<file path="config.mk">
export PLATFORM = sky130hd
export DESIGN_NAME = sdCardResponder
export DESIGN_NICKNAME = d
export VERILOG_FILES = /design/src/rtl/sdCardPkg.sv /design/src/rtl/sdRespTxIf.sv /design/src/rtl/sdCmdRxIf.sv /design/src/rtl/sdCardResponder.sv /design/src/rtl/sdRespTx.sv /design/src/rtl/sdCardCtrl.sv /design/src/rtl/sdCmdRx.sv /design/src/rtl/sdCrc7.sv
export VERILOG_INCLUDE_DIRS = /design/src /design/src/rtl
export SDC_FILE = /design/constraint.sdc
export NUM_CORES = 1
export LEC_CHECK = 0
export BUFFER_PORTS_ARGS = -buffer_cell sky130_fd_sc_hd__buf_2
export CAP_MARGIN = 15
export CORE_ASPECT_RATIO = 1.1
export CORE_MARGIN = 4
export CORE_UTILIZATION = 45
export DETAILED_ROUTE_END_ITERATION = 12
export GPL_TIMING_DRIVEN = 0
export SLEW_MARGIN = 20
export SYNTH_ARGS = -nofsm -noshare
export SYNTH_HDL_FRONTEND = slang
export SYNTH_SLANG_ARGS = --single-unit
</file>
<file path="constraint.sdc">
create_clock -name clk -period 3.85 [get_ports clk]
set_clock_uncertainty 0.2 [all_clocks]
set_input_delay 0.5775 -clock clk [delete_from_list [all_inputs] [get_ports clk]]
set_output_delay 0.5775 -clock clk [all_outputs]
set_load 0.005 [all_outputs]
</file>
<file path="src/rtl/sdCardParams.svh">
`ifndef SD_CARD_PARAMS_SVH
`define SD_CARD_PARAMS_SVH

// Frame lengths on the CMD line
`define SD_CMD_BITS      48
`define SD_R2_BITS       136
// Start, transmission bit, index and argument
`define SD_HEAD_BITS     40
`define SD_CRC7_BITS     7

// Idle cycles between frame acceptance and response start
`define SD_NCR_CYCLES    2

// Card identity
`define SD_CARD_RCA      16'hAAAA
`define SD_CID_RESPONSE  136'h3f0353445352313238808bb79d66014677

// R3 arguments, bit 31 is the power-up done flag
`define SD_OCR_BUSY      32'h00ff8080
`define SD_OCR_READY     32'hc1ff8080

`endif
</file>
<file path="src/rtl/sdCardPkg.sv">
`include "sdCardParams.svh"

package sdCardPkg;

    // ========================================
    // Command codes
    // ========================================
    // Top bit marks an application command (after CMD55)
    typedef enum logic [6:0] {
        CMD0   = {1'b0, 6'd0},
        CMD2   = {1'b0, 6'd2},
        CMD3   = {1'b0, 6'd3},
        CMD6   = {1'b0, 6'd6},
        CMD7   = {1'b0, 6'd7},
        CMD8   = {1'b0, 6'd8},
        CMD55  = {1'b0, 6'd55},
        ACMD6  = {1'b1, 6'd6},
        ACMD41 = {1'b1, 6'd41}
    } sdCmd_e;

    // ========================================
    // Command argument
    // ========================================
    // Addressed commands carry the RCA in the upper half
    typedef struct packed {
        logic [15:0] rca;
        logic [15:0] stuff;
    } sdRcaArg_s;

    typedef union packed {
        logic [`SD_HEAD_BITS-9:0] raw;
        sdRcaArg_s                rcaView;
    } sdCmdArg_u;

    // ========================================
    // Response format
    // ========================================
    // R3 has all ones where the CRC would be
    typedef enum logic [1:0] {
        respR1,
        respR2,
        respR3
    } sdRespKind_e;

endpackage

</file>
<file path="src/rtl/sdRespTxIf.sv">
`timescale 1ns/1ps
`include "sdCardParams.svh"

interface sdRespTxIf;
    logic                     respStart;
    sdCardPkg::sdRespKind_e   respKind;
    logic [`SD_R2_BITS-1:0]   respWord;
    logic                     respBusy;

    // respStart is only pulsed while respBusy is low
    modport ctrl (output respStart, respKind, respWord, input respBusy);
    modport tx (input respStart, respKind, respWord, output respBusy);
endinterface

</file>
<file path="src/rtl/sdCmdRxIf.sv">
`timescale 1ns/1ps

interface sdCmdRxIf;
    logic                  frameValid;
    logic                  framingOk;
    logic                  crcOk;
    logic [5:0]            cmdIndex;
    sdCardPkg::sdCmdArg_u  arg;

    // Fields hold from the frameValid pulse until the next frame
    modport rx (output frameValid, framingOk, crcOk, cmdIndex, arg);
    modport ctrl (input frameValid, framingOk, crcOk, cmdIndex, arg);
endinterface

</file>
<file path="src/rtl/sdCardResponder.sv">
`timescale 1ns/1ps

module sdCardResponder (
    input  logic clk,
    input  logic rst_,
    input  logic cmdIn,
    output logic cmdOut,
    output logic cmdOe,
    output logic cmdError
);
    // ========================================
    // Internal links
    // ========================================
    sdCmdRxIf  cmdLink ();
    sdRespTxIf respLink ();

    // Host command frames in
    sdCmdRx u_cmdRx (
        .clk   (clk),
        .rst_  (rst_),
        .cmdIn (cmdIn),
        .rx    (cmdLink.rx)
    );

    // Card state and decode
    sdCardCtrl u_cardCtrl (
        .clk      (clk),
        .rst_     (rst_),
        .rx       (cmdLink.ctrl),
        .tx       (respLink.ctrl),
        .cmdError (cmdError)
    );

    // Responses out
    sdRespTx u_respTx (
        .clk    (clk),
        .rst_   (rst_),
        .tx     (respLink.tx),
        .cmdOut (cmdOut),
        .cmdOe  (cmdOe)
    );
endmodule

</file>
<file path="src/rtl/sdRespTx.sv">
`timescale 1ns/1ps
`include "sdCardParams.svh"

module sdRespTx (
    input  logic   clk,
    input  logic   rst_,
    sdRespTxIf.tx  tx,
    output logic   cmdOut,
    output logic   cmdOe
);
    localparam int CntW = $clog2(`SD_R2_BITS + 1);
    localparam int Msb = `SD_R2_BITS - 1;

    logic [`SD_R2_BITS-1:0]    shiftReg;
    sdCardPkg::sdRespKind_e    kind;
    logic [CntW-1:0]           bitCnt;
    logic [CntW-1:0]           frameLen;
    logic                      start;
    logic                      lastBit;
    logic                      crcSlot;
    logic                      crcEn;
    logic                      crcDin;
    logic [`SD_CRC7_BITS-1:0]  crc;
    logic [`SD_CRC7_BITS-1:0]  tail;

    assign start = tx.respStart && !cmdOe;
    assign frameLen = (kind == sdCardPkg::respR2) ? CntW'(`SD_R2_BITS) : CntW'(`SD_CMD_BITS);
    assign lastBit = (bitCnt == frameLen);

    // Head done, CRC or the R3 filler goes next
    assign crcSlot = (kind != sdCardPkg::respR2) && (bitCnt == CntW'(`SD_HEAD_BITS));
    assign tail = (kind == sdCardPkg::respR3) ? '1 : crc;

    // ========================================
    // CRC over the 40 head bits
    // ========================================
    assign crcEn = start || (cmdOe && bitCnt < CntW'(`SD_HEAD_BITS));
    assign crcDin = start ? tx.respWord[Msb] : shiftReg[Msb];

    sdCrc7 u_crc (
        .clk    (clk),
        .rst_   (rst_),
        .clear  (start),
        .enable (crcEn),
        .din    (crcDin),
        .crc    (crc)
    );

    // ========================================
    // Serializer
    // ========================================
    always_ff @(posedge clk) begin
        if (!rst_) begin
            cmdOe <= 1'b0;
            cmdOut <= 1'b0;
            bitCnt <= '0;
        end else if (start) begin
            cmdOe <= 1'b1;
            cmdOut <= tx.respWord[Msb];
            bitCnt <= CntW'(1);
        end else if (cmdOe) begin
            if (lastBit) begin
                cmdOe <= 1'b0;
                cmdOut <= 1'b0;
            end else if (crcSlot) begin
                cmdOut <= tail[`SD_CRC7_BITS-1];
            end else begin
                cmdOut <= shiftReg[Msb];
            end
            bitCnt <= bitCnt + 1'b1;
        end
    end

    // Rest of the tail and the end bit refill the top of the shifter
    always_ff @(posedge clk) begin
        if (start) begin
            shiftReg <= tx.respWord << 1;
            kind <= tx.respKind;
        end else if (cmdOe) begin
            if (crcSlot) begin
                shiftReg <= {tail[`SD_CRC7_BITS-2:0], 1'b1,
                             {(`SD_R2_BITS - `SD_CRC7_BITS){1'b0}}};
            end else begin
                shiftReg <= shiftReg << 1;
            end
        end
    end

    assign tx.respBusy = cmdOe;
endmodule

</file>
<file path="src/rtl/sdCardCtrl.sv">
`timescale 1ns/1ps
`include "sdCardParams.svh"

module sdCardCtrl (
    input  logic     clk,
    input  logic     rst_,
    sdCmdRxIf.ctrl   rx,
    sdRespTxIf.ctrl  tx,
    output logic     cmdError
);
    localparam int NcrW = $clog2(`SD_NCR_CYCLES + 1);

    sdCardPkg::sdCmd_e       cmd;
    sdCardPkg::sdRespKind_e  kind;
    sdCardPkg::sdRespKind_e  respKindReg;
    logic [`SD_R2_BITS-1:0]  respWordReg;
    logic [5:0]              respIndex;
    logic [31:0]             respArg;
    logic [15:0]             rca;
    logic                    appFlag;
    logic                    cardReady;
    logic                    known;
    logic                    needResp;
    logic                    rcaMismatch;
    logic                    busyDrop;
    logic                    accept;
    logic                    pending;
    logic [NcrW-1:0]         ncrCnt;
    logic                    respStart;

    assign cmd = sdCardPkg::sdCmd_e'({appFlag, rx.cmdIndex});

    // ========================================
    // Command decode
    // ========================================
    always_comb begin
        known = 1'b1;
        needResp = 1'b1;
        kind = sdCardPkg::respR1;
        respIndex = rx.cmdIndex;
        respArg = 32'h0;
        case (cmd)
            sdCardPkg::CMD0: needResp = 1'b0;
            sdCardPkg::CMD2: kind = sdCardPkg::respR2;
            sdCardPkg::CMD3: respArg = {`SD_CARD_RCA, 16'h0520};
            sdCardPkg::CMD6: respArg = 32'h00000900;
            sdCardPkg::CMD7: respArg = 32'h00000700;
            sdCardPkg::CMD8: respArg = rx.arg.raw;
            sdCardPkg::CMD55: respArg = 32'h00000120;
            sdCardPkg::ACMD6: respArg = 32'h00000920;
            sdCardPkg::ACMD41: begin
                kind = sdCardPkg::respR3;
                respIndex = 6'h3f;
                respArg = cardReady ? `SD_OCR_READY : `SD_OCR_BUSY;
            end
            default: begin
                known = 1'b0;
                needResp = 1'b0;
            end
        endcase
    end

    assign rcaMismatch = (cmd == sdCardPkg::CMD7) && (rx.arg.rcaView.rca != rca);
    // A response still waiting or on the line drops the new frame
    assign busyDrop = tx.respBusy || pending;
    assign accept = rx.frameValid && !busyDrop && rx.framingOk && rx.crcOk && known
                    && !rcaMismatch;

    // ========================================
    // Card state
    // ========================================
    always_ff @(posedge clk) begin
        if (!rst_) begin
            rca <= 16'h0;
            appFlag <= 1'b0;
            cardReady <= 1'b0;
            cmdError <= 1'b0;
        end else begin
            cmdError <= rx.frameValid && !accept;
            if (accept) begin
                appFlag <= (cmd == sdCardPkg::CMD55);
                case (cmd)
                    sdCardPkg::CMD0: begin
                        rca <= 16'h0;
                        cardReady <= 1'b0;
                    end
                    sdCardPkg::CMD3: rca <= `SD_CARD_RCA;
                    // Busy once, ready from then on
                    sdCardPkg::ACMD41: cardReady <= 1'b1;
                    default: ;
                endcase
            end
        end
    end

    // NCR wait, respStart lands SD_NCR_CYCLES+1 cycles after frameValid
    always_ff @(posedge clk) begin
        if (!rst_) begin
            pending <= 1'b0;
            ncrCnt <= '0;
            respStart <= 1'b0;
        end else begin
            respStart <= 1'b0;
            if (accept && needResp) begin
                pending <= 1'b1;
                ncrCnt <= NcrW'(`SD_NCR_CYCLES - 1);
            end else if (pending) begin
                if (ncrCnt == '0) begin
                    pending <= 1'b0;
                    respStart <= 1'b1;
                end else begin
                    ncrCnt <= ncrCnt - 1'b1;
                end
            end
        end
    end

    // Response payload, head is start, direction, index, argument
    always_ff @(posedge clk) begin
        if (accept && needResp) begin
            respKindReg <= kind;
            if (kind == sdCardPkg::respR2) begin
                respWordReg <= `SD_CID_RESPONSE;
            end else begin
                respWordReg <= {2'b01, respIndex, respArg,
                                {(`SD_R2_BITS - `SD_HEAD_BITS){1'b0}}};
            end
        end
    end

    assign tx.respStart = respStart;
    assign tx.respKind = respKindReg;
    assign tx.respWord = respWordReg;
endmodule

</file>
<file path="src/rtl/sdCmdRx.sv">
`timescale 1ns/1ps
`include "sdCardParams.svh"

module sdCmdRx (
    input  logic   clk,
    input  logic   rst_,
    input  logic   cmdIn,
    sdCmdRxIf.rx   rx
);
    localparam int CntW = $clog2(`SD_CMD_BITS);
    localparam int ArgLsb = `SD_CRC7_BITS + 1;

    logic                     active;
    logic [CntW-1:0]          bitCnt;
    logic [`SD_CMD_BITS-1:0]  frame;
    logic                     frameValid;
    logic                     startBit;
    logic                     crcEn;
    logic [`SD_CRC7_BITS-1:0] crcCalc;

    // Line idles high, the first 0 is the start bit
    assign startBit = !active && !cmdIn;

    // bitCnt holds the bits already taken, so this covers bits 1 to 40
    assign crcEn = startBit || (active && bitCnt < CntW'(`SD_HEAD_BITS));

    sdCrc7 u_crc (
        .clk    (clk),
        .rst_   (rst_),
        .clear  (startBit),
        .enable (crcEn),
        .din    (cmdIn),
        .crc    (crcCalc)
    );

    // ========================================
    // Bit counter and frame strobe
    // ========================================
    always_ff @(posedge clk) begin
        if (!rst_) begin
            active <= 1'b0;
            bitCnt <= '0;
            frameValid <= 1'b0;
        end else begin
            frameValid <= 1'b0;
            if (startBit) begin
                active <= 1'b1;
                bitCnt <= CntW'(1);
            end else if (active) begin
                // Last bit of the frame
                if (bitCnt == CntW'(`SD_CMD_BITS - 1)) begin
                    active <= 1'b0;
                    frameValid <= 1'b1;
                end
                bitCnt <= bitCnt + 1'b1;
            end
        end
    end

    // Frame shift register, MSB first
    always_ff @(posedge clk) begin
        if (startBit || active) begin
            frame <= {frame[`SD_CMD_BITS-2:0], cmdIn};
        end
    end

    // ========================================
    // Field split and checks
    // ========================================
    assign rx.frameValid = frameValid;
    assign rx.framingOk = (frame[`SD_CMD_BITS-1 -: 2] == 2'b01) && frame[0];
    assign rx.crcOk = (crcCalc == frame[`SD_CRC7_BITS:1]);
    assign rx.cmdIndex = frame[`SD_CMD_BITS-3 -: 6];
    assign rx.arg = frame[`SD_HEAD_BITS-1:ArgLsb];
endmodule

</file>
<file path="src/rtl/sdCrc7.sv">
`timescale 1ns/1ps
`include "sdCardParams.svh"

module sdCrc7 (
    input  logic                     clk,
    input  logic                     rst_,
    input  logic                     clear,
    input  logic                     enable,
    input  logic                     din,
    output logic [`SD_CRC7_BITS-1:0] crc
);
    logic [`SD_CRC7_BITS-1:0] base;
    logic                     fb;

    // Clear with enable restarts the sum with din as the first bit
    assign base = clear ? '0 : crc;
    assign fb = din ^ base[6];

    // x^7 + x^3 + 1
    always_ff @(posedge clk) begin
        if (!rst_) begin
            crc <= '0;
        end else if (enable) begin
            crc <= {base[5:3], base[2] ^ fb, base[1:0], fb};
        end else if (clear) begin
            crc <= '0;
        end
    end
endmodule

</file>
After elaboration in Yosys (flattened, before gate mapping) --
Index checks and enable logic that the tools add are counted.
Cells by class: eq/ne operators 19, bitwise operators 8, divide/modulo/power cells 0, $mul 0, reduce and logical (&&, ||, !) cells 43, muxes and demuxes 41, magnitude comparators 2, add/sub/neg operators 3, shift-type cells 0
Operators with widths (count):
- $mux 136 | 3
- $pmux 32 s7 | 1
- $mux 135 | 1
- $mux 7 | 5
- $mux 32 | 1
- $pmux 16 s2 | 1
- $mux 1 | 25
- $ne 16x16->1 | 1
- $eq 7x2->1 const B | 2
- $eq 7x3->1 const B | 2
- $eq 7x7->1 const B | 2
- $logic_and 1x1->1 | 14
- $reduce_bool 2->1 | 5
- $reduce_or 9->1 | 1
- $add 8x1->8 const B | 1
- $eq 8x6->1 const B | 1
- $eq 8x8->1 | 1
- $lt 8x6->1 const B | 1
- $mux 8 | 1
- $reduce_and 2->1 | 4
- $reduce_or 2->1 | 4
- $reduce_or 8->1 | 1
- $eq 7x4->1 const B | 1
- $eq 7x6->1 const B | 1
- 18 further kinds | 36
Word-level totals: output and inout bits 3, bits in writable memories 0, bits in registers 379, memories kept 0, ROM bits 0, latch bits 0

Logic depth before layout (Yosys ltp) --
depth in word-level cells 10, depth in mapped cells 9, depth with buffers taken out 7

Hierarchy --
Synthesis repeated with hierarchy kept, for this count alone.
Second synthesis, totals: cell total of the unflattened synthesis 1138, area total of the unflattened synthesis 12393.1 um^2
By module, submodules not included:
- sdRespTx | sequential area each 4314.1 um^2, area an instance 6631.4 um^2, instances 1, cells each 661
- sdCardCtrl | sequential area each 1421.4 um^2, area an instance 2977.9 um^2, instances 1, cells each 282
- sdCmdRx | sequential area each 1601.5 um^2, area an instance 2155.8 um^2, instances 1, cells each 133
- sdCrc7 | sequential area each 140.1 um^2, area an instance 314.1 um^2, instances 2, cells each 31

Least setup slack after synthesis --
Ideal clock, no wire load.
kind register to register, from reg u_respTx.cmdOe, to reg u_respTx.shiftReg[100] (enable), slack 0.016 ns, buffers on the path 1, stages on the path, launching flop included 4, data required time 3.162 ns, clock period less this slack 3.834 ns, data arrival time 3.146 ns, path through dfxtp_1 -> buf_6 -> nor2_1 -> inv_1
On the way: cells in the longest elaborated chain, start to end 3
Ends and longest elaborated chain:
- start: declaration | RTL line sdRespTx.sv:9 | output logic cmdOe
- start signal: assignment | RTL line sdRespTx.sv:54 | cmdOe <= 1'b0;
- start signal: assignment | RTL line sdRespTx.sv:58 | cmdOe <= 1'b1;
- start signal: assignment | RTL line sdRespTx.sv:63 | cmdOe <= 1'b0;
- $logic_not 1->1 | RTL line sdRespTx.sv:26 | assign start = tx.respStart && !cmdOe;
- $logic_and 1x1->1 | RTL line sdRespTx.sv:26
- $reduce_bool 2->1 (no line) (*)
- end signal: assignment | RTL line sdRespTx.sv:77 | shiftReg <= tx.respWord << 1;
- end signal: assignment | RTL line sdRespTx.sv:81 | shiftReg <= {tail[`SD_CRC7_BITS-2:0], 1'b1,
- end signal: assignment | RTL line sdRespTx.sv:84 | shiftReg <= shiftReg << 1;
- end: declaration | RTL line sdRespTx.sv:14 | logic [`SD_R2_BITS-1:0] shiftReg;
Mark *: on every way between the ends. The rest lies on a longest branch, timed or not. A chain may end at the register's enable or synchronous reset.

Final worst setup path --
from reg u_cmdRx.frame[41], to reg u_cardCtrl.respWordReg[105] (netlist: u_cardCtrl.tx.respWord[105]) (enable)
On the way: cells in the longest elaborated chain, start to end 6, elaborated cells between the ends (all ways) 18
Ends and longest elaborated chain:
- start: declaration | RTL line sdCmdRx.sv:15 | logic [`SD_CMD_BITS-1:0] frame;
- start signal: assignment | RTL line sdCmdRx.sv:63 | frame <= {frame[`SD_CMD_BITS-2:0], cmdIn};
- $eq 7x2->1 (tied with other cells) | RTL line sdCardCtrl.sv:42 | case (cmd)
- $reduce_or 9->1 (no line)
- $mux 1 | RTL line sdCardCtrl.sv:42
- $logic_and 1x1->1 | RTL line sdCardCtrl.sv:66 | assign accept = rx.frameValid && !busyDrop && rx.framingOk && rx.crcOk && known
- $logic_and 1x1->1 | RTL line sdCardCtrl.sv:67 | && !rcaMismatch;
- $logic_and 1x1->1 (*) | RTL line sdCardCtrl.sv:120 | if (accept && needResp) begin
- end signal: assignment | RTL line sdCardCtrl.sv:123 | respWordReg <= `SD_CID_RESPONSE;
- end signal: assignment | RTL line sdCardCtrl.sv:125 | respWordReg <= {2'b01, respIndex, respArg,
- end: declaration | RTL line sdCardCtrl.sv:16 | logic [`SD_R2_BITS-1:0] respWordReg;
Marked as above.

==> run summary <==
The vertical extent of the die came out at 169 um. The mean instance size in the synthesized netlist is 13.3 um^2. The final route contains 5,980 vias. The post-synthesis simple-gate area fraction came out at 13.9%. Subtracting the final worst setup slack from the clock period gives 2.89 ns.

After detailed placement, the design holds a cell count of 1,096. The total count of max-transition violations in the final report was 0. Setup repair after global routing left no endpoint under its margin. The overall fraction of global-route tracks in use came out at 14.2%.

The maximum level of the CTS H-tree came out at 1. Tracing the worst setup path back leads to its startpoint at u_cmdRx.frame[41]$_DFFE_PP_. The min-delay analysis places its worst path in the category input pin to flop.

The net switching power came out at 0.00115 W. Based on the critical path, the design can be clocked at up to 346 MHz. The clock share of power is 43.2%. The growth of design area from synthesis to finish came out at 12.5%. The data required time at the worst endpoint is 3.80 ns. The worst setup path is captured at a flop. At the end of the flow the core is filled with cells to 51.6%. The final cycle utilization of the critical path is 75.1%. In this run the power density over the cells is 494 nW/um^2. Net switching is 19.7% of the power. sky130_fd_sc_hd__edfxtp_1 takes more of the synthesized area than any other cell. The number of antenna violations at the first check in global routing came to 0.

The flow ran to the end, and the final reports show no timing, DRC or antenna violations. STA classifies the critical path startpoint as a flop. The number of failing setup endpoints in the final timing report is 0. The length of the first detailed-routing pass in iterations came out at 5. Hold repair after CTS inserted 0 buffers. The peak ir drop on the vdd network is 337 uV. The core outline area is 23,000 um^2. The final weighted congestion in routability-driven placement is 0.828. The number of DRC violations after detailed-routing iteration 0 is 529.

The tree is rooted in a sky130_fd_sc_hd__clkbuf_16. The worst slew margin relative to its limit is 43.0%. The async set-or-reset flop fraction in the synthesized netlist is 0%. The leakage power total is 4.27 nW. In the final routed layout, each cell accounts on average for 16.0 um. In this run the count of I/O pins placed on the die edge is 6. After clock tree synthesis, the clock-pin slew on the worst setup and hold paths is 0.06 ns. The routed design has 18.4 mm of wire.

Counting both buffers and inverters, the worst setup path holds a total of 1. After synthesis, the largest area contributor takes up 64.6% of total cell area. The number of fill cells came out at 1,915. Walking the worst path, the cells encountered are nor4b_1 > o21ai_1 > nand4bb_1 > o311ai_2 > inv_2. The number of sinks handled by clock tree synthesis is 267.

Yosys instantiated no cell more often than sky130_fd_sc_hd__edfxtp_1. The max-capacitance violation count is 0. After detailed routing, the number of remaining DRC violations is 0.

The count of buffers added on input and output ports is 4. The portion of netlist area occupied by mux cells came out at 0.759%. The worst register-to-register path begins at u_cmdRx.frame[41]$_DFFE_PP_. The portion of the post-synthesis area used by sequential elements came out at 72.2%.

The commonest cells after synthesis are sky130_fd_sc_hd__edfxtp_1, sky130_fd_sc_hd__nand2_1, sky130_fd_sc_hd__and2_1, sky130_fd_sc_hd__nor2_1, sky130_fd_sc_hd__o21ai_0. The number of setup buffers added after CTS is 0. The detail route stage leaves a number of antenna-violating nets equal to 0. Clock latency on the worst-skew pair, taken at its later pin, is 0.53 ns. The post-synthesis adder-cell area fraction is 0.475%. Excluding fillers, the count of instances in the completed layout stands at 1,148. Synthesis produced a netlist with a net count of 798. The biggest fanout along the worst timing path came out at 43. The share of cells above drive strength 1 came out at 9.32%.

The total inserted antenna cells came out at 0. The category of the most critical setup path is flop to flop. For this run, the leading register cell type out of synthesis is sky130_fd_sc_hd__edfxtp_1.

The starting density of the core came out at 45.8%. The slew at the pin with the worst max-slew slack came out at 0.855 ns. The compound-gate portion of the synthesized area is 8.73%. In this design, the stage delay of the slowest critical-path cell is 0.66 ns.

In this design, the largest share of critical-path delay is due to buffers and inverters. During synthesis, Yosys emitted a total of 0 warnings. The number of enable-type register cells in the synthesized netlist came out at 227. The floorplan die area came out at 26,000 um^2. The mapped cell area is 10,500 um^2. In this run the most critical hold path is launched from cmdIn. The total congestion overflow is 0.

The TritonCTS clock tree is done. The register bit count reported by yosys came out at 267. In this run the core area contains 58 standard-cell rows.

The logic gate share of total power came out at 1.7%. The first global-routing pass estimated 30.9 mm of wire. The library cell contributing the largest single delay on the critical path is sky130_fd_sc_hd__inv_2.

The horizontal die dimension is 154 um. The share of total power in sequential cells came out at 55.0%. In the final timing run, aggregate negative setup slack is 0 ns. Entering global routing, the biggest net connects 70 pins. After Yosys synthesis, XOR and XNOR cells account for 1.58% of the synthesized area. The number of global-route vias before repair came to 6,072. The net count of the finished layout came out at 833.

Gates resized during post-CTS repair numbered 0. The ratio of routed vias to standard cells came out at 5.21. The wire-length estimate of the detail-placed layout is 11.8 mm. The count of endpoints failing hold in the final timing report came out at 0. The endpoint arrival time on the critical path is 2.84 ns. By area the synthesized netlist is led by sky130_fd_sc_hd__edfxtp_1, sky130_fd_sc_hd__dfxtp_1, sky130_fd_sc_hd__nand2_1. The clock tree buffer depth came out at 3.

The number of buffers inserted during clock tree synthesis came out at 28. By area, the combinational part of the netlist is dominated by simple AND/OR/NAND/NOR gates. The count of distinct cell types in the synthesized netlist came out at 58. The internal power of the cells totals 0.00471 W. After technology mapping, the gate count stands at 791.
routing by layer:
layer  wire length, um  global-route usage (%)  vias up
li1                  -                       -     2900
met1              8060                    18.6     2920
met2              8950                    23.8      113
met3               748                    2.48       47
met4               635                    5.45        0
met5                 0                       0        -
final timing paths:
path                                                                  end  slack, ns  depth (start not counted)
worst max-delay path            u_cardCtrl.tx.respWord[105]$_SDFFCE_PP0P_       0.96                          5
worst min-delay path                           u_cmdRx.frame[0]$_DFFE_PP_       0.18                          1
worst max register to register  u_cardCtrl.tx.respWord[105]$_SDFFCE_PP0P_       0.96                          5
worst min register to register                 u_respTx.kind[0]$_DFFE_PP_       0.22                          0
logic make-up (layout without fill, tap and decap cells):
family | Yosys count | in the layout
buf+inv | 55 | 112
xor+xnor | 19 | 19
flops | 267 | 267
compound gates | 139 | 139
fa+ha+maj | 4 | 4
simple gates | 299 | 299
mux | 8 | 8
layout make-up:
type	instances	area, um^2	share of cell area [%]
Sequential cell	267	7620	64.2
Multi-Input combinational cell	469	2700	22.7
Clock buffer	44	843	7.11
Tap cell	300	375	3.16
Buffer	41	189	1.59
Inverter	14	57.6	0.485
Timing Repair Buffer	5	47.5	0.401
Clock inverter	8	43.8	0.369
stage by stage:
stage               cell area [um^2]  hold slack, ns  setup WS (ns)  power (W)
global route                   11900           0.145          0.631    0.00610
global placement               10900           0.205         -0.868    0.00339
detailed placement             11000           0.207          0.924    0.00339
finish                         11900           0.176          0.957    0.00587
floorplan                      10500           0.200         0.0163    0.00335
CTS                            11900           0.148          0.912    0.00594
placed cells by master (no fill, tap or decap), types with 4 or more instances in the layout:
cell type	count
sky130_fd_sc_hd__and2_1	64
sky130_fd_sc_hd__mux2i_1	8
sky130_fd_sc_hd__buf_2	14
sky130_fd_sc_hd__a21o_1	47
sky130_fd_sc_hd__edfxtp_1	227
sky130_fd_sc_hd__nor3_1	4
sky130_fd_sc_hd__inv_1	10
sky130_fd_sc_hd__nor4_1	4
sky130_fd_sc_hd__nand4_1	8
sky130_fd_sc_hd__clkbuf_8	6
sky130_fd_sc_hd__or2_2	5
sky130_fd_sc_hd__clkbuf_16	29
sky130_fd_sc_hd__a21oi_1	12
sky130_fd_sc_hd__o21ai_0	51
sky130_fd_sc_hd__or3_1	4
sky130_fd_sc_hd__nand3_1	7
sky130_fd_sc_hd__dfxtp_1	40
sky130_fd_sc_hd__nand2_1	124
sky130_fd_sc_hd__clkbuf_1	35
sky130_fd_sc_hd__ha_1	4
sky130_fd_sc_hd__xnor2_1	12
sky130_fd_sc_hd__nor2_1	51
sky130_fd_sc_hd__nand2b_1	4
sky130_fd_sc_hd__clkinv_1	4
sky130_fd_sc_hd__xor2_1	7
power groups by stage:
stage	Combinational [W]	Clock (W)	Sequential, W
6_report	0.000100	0.00254	0.00323
5_1_grt	0.000112	0.00275	0.00324
4_1_cts	0.000101	0.00261	0.00323
3_5_place_dp	0.000101	0	0.00329
3_3_place_gp	0.0000969	0	0.00329
2_1_floorplan	0.0000777	0	0.00327
sequential cells by signal (all words and copies together) (netlist names):
| name | count |
|---|---|
| u_cardCtrl.cardReady | 1 |
| u_cmdRx.u_crc.crc | 7 |
| u_respTx.cmdOut | 1 |
| u_cardCtrl.pending | 1 |
| u_cardCtrl.rca | 1 |
| u_respTx.shiftReg | 135 |
| u_respTx.bitCnt | 8 |
| u_cardCtrl.tx.respKind | 2 |
| u_cmdRx.frame | 48 |
| u_respTx.kind | 2 |
| u_cmdRx.rx.frameValid | 1 |
| u_cmdRx.bitCnt | 6 |
| u_cardCtrl.ncrCnt | 2 |
| u_cardCtrl.tx.respWord | 40 |
| u_cardCtrl.cmdError | 1 |
| u_cmdRx.active | 1 |
| u_respTx.cmdOe | 1 |
| u_respTx.u_crc.crc | 7 |
| u_cardCtrl.appFlag | 1 |
| u_cardCtrl.tx.respStart | 1 |
Power figures use the tool's default switching activity.
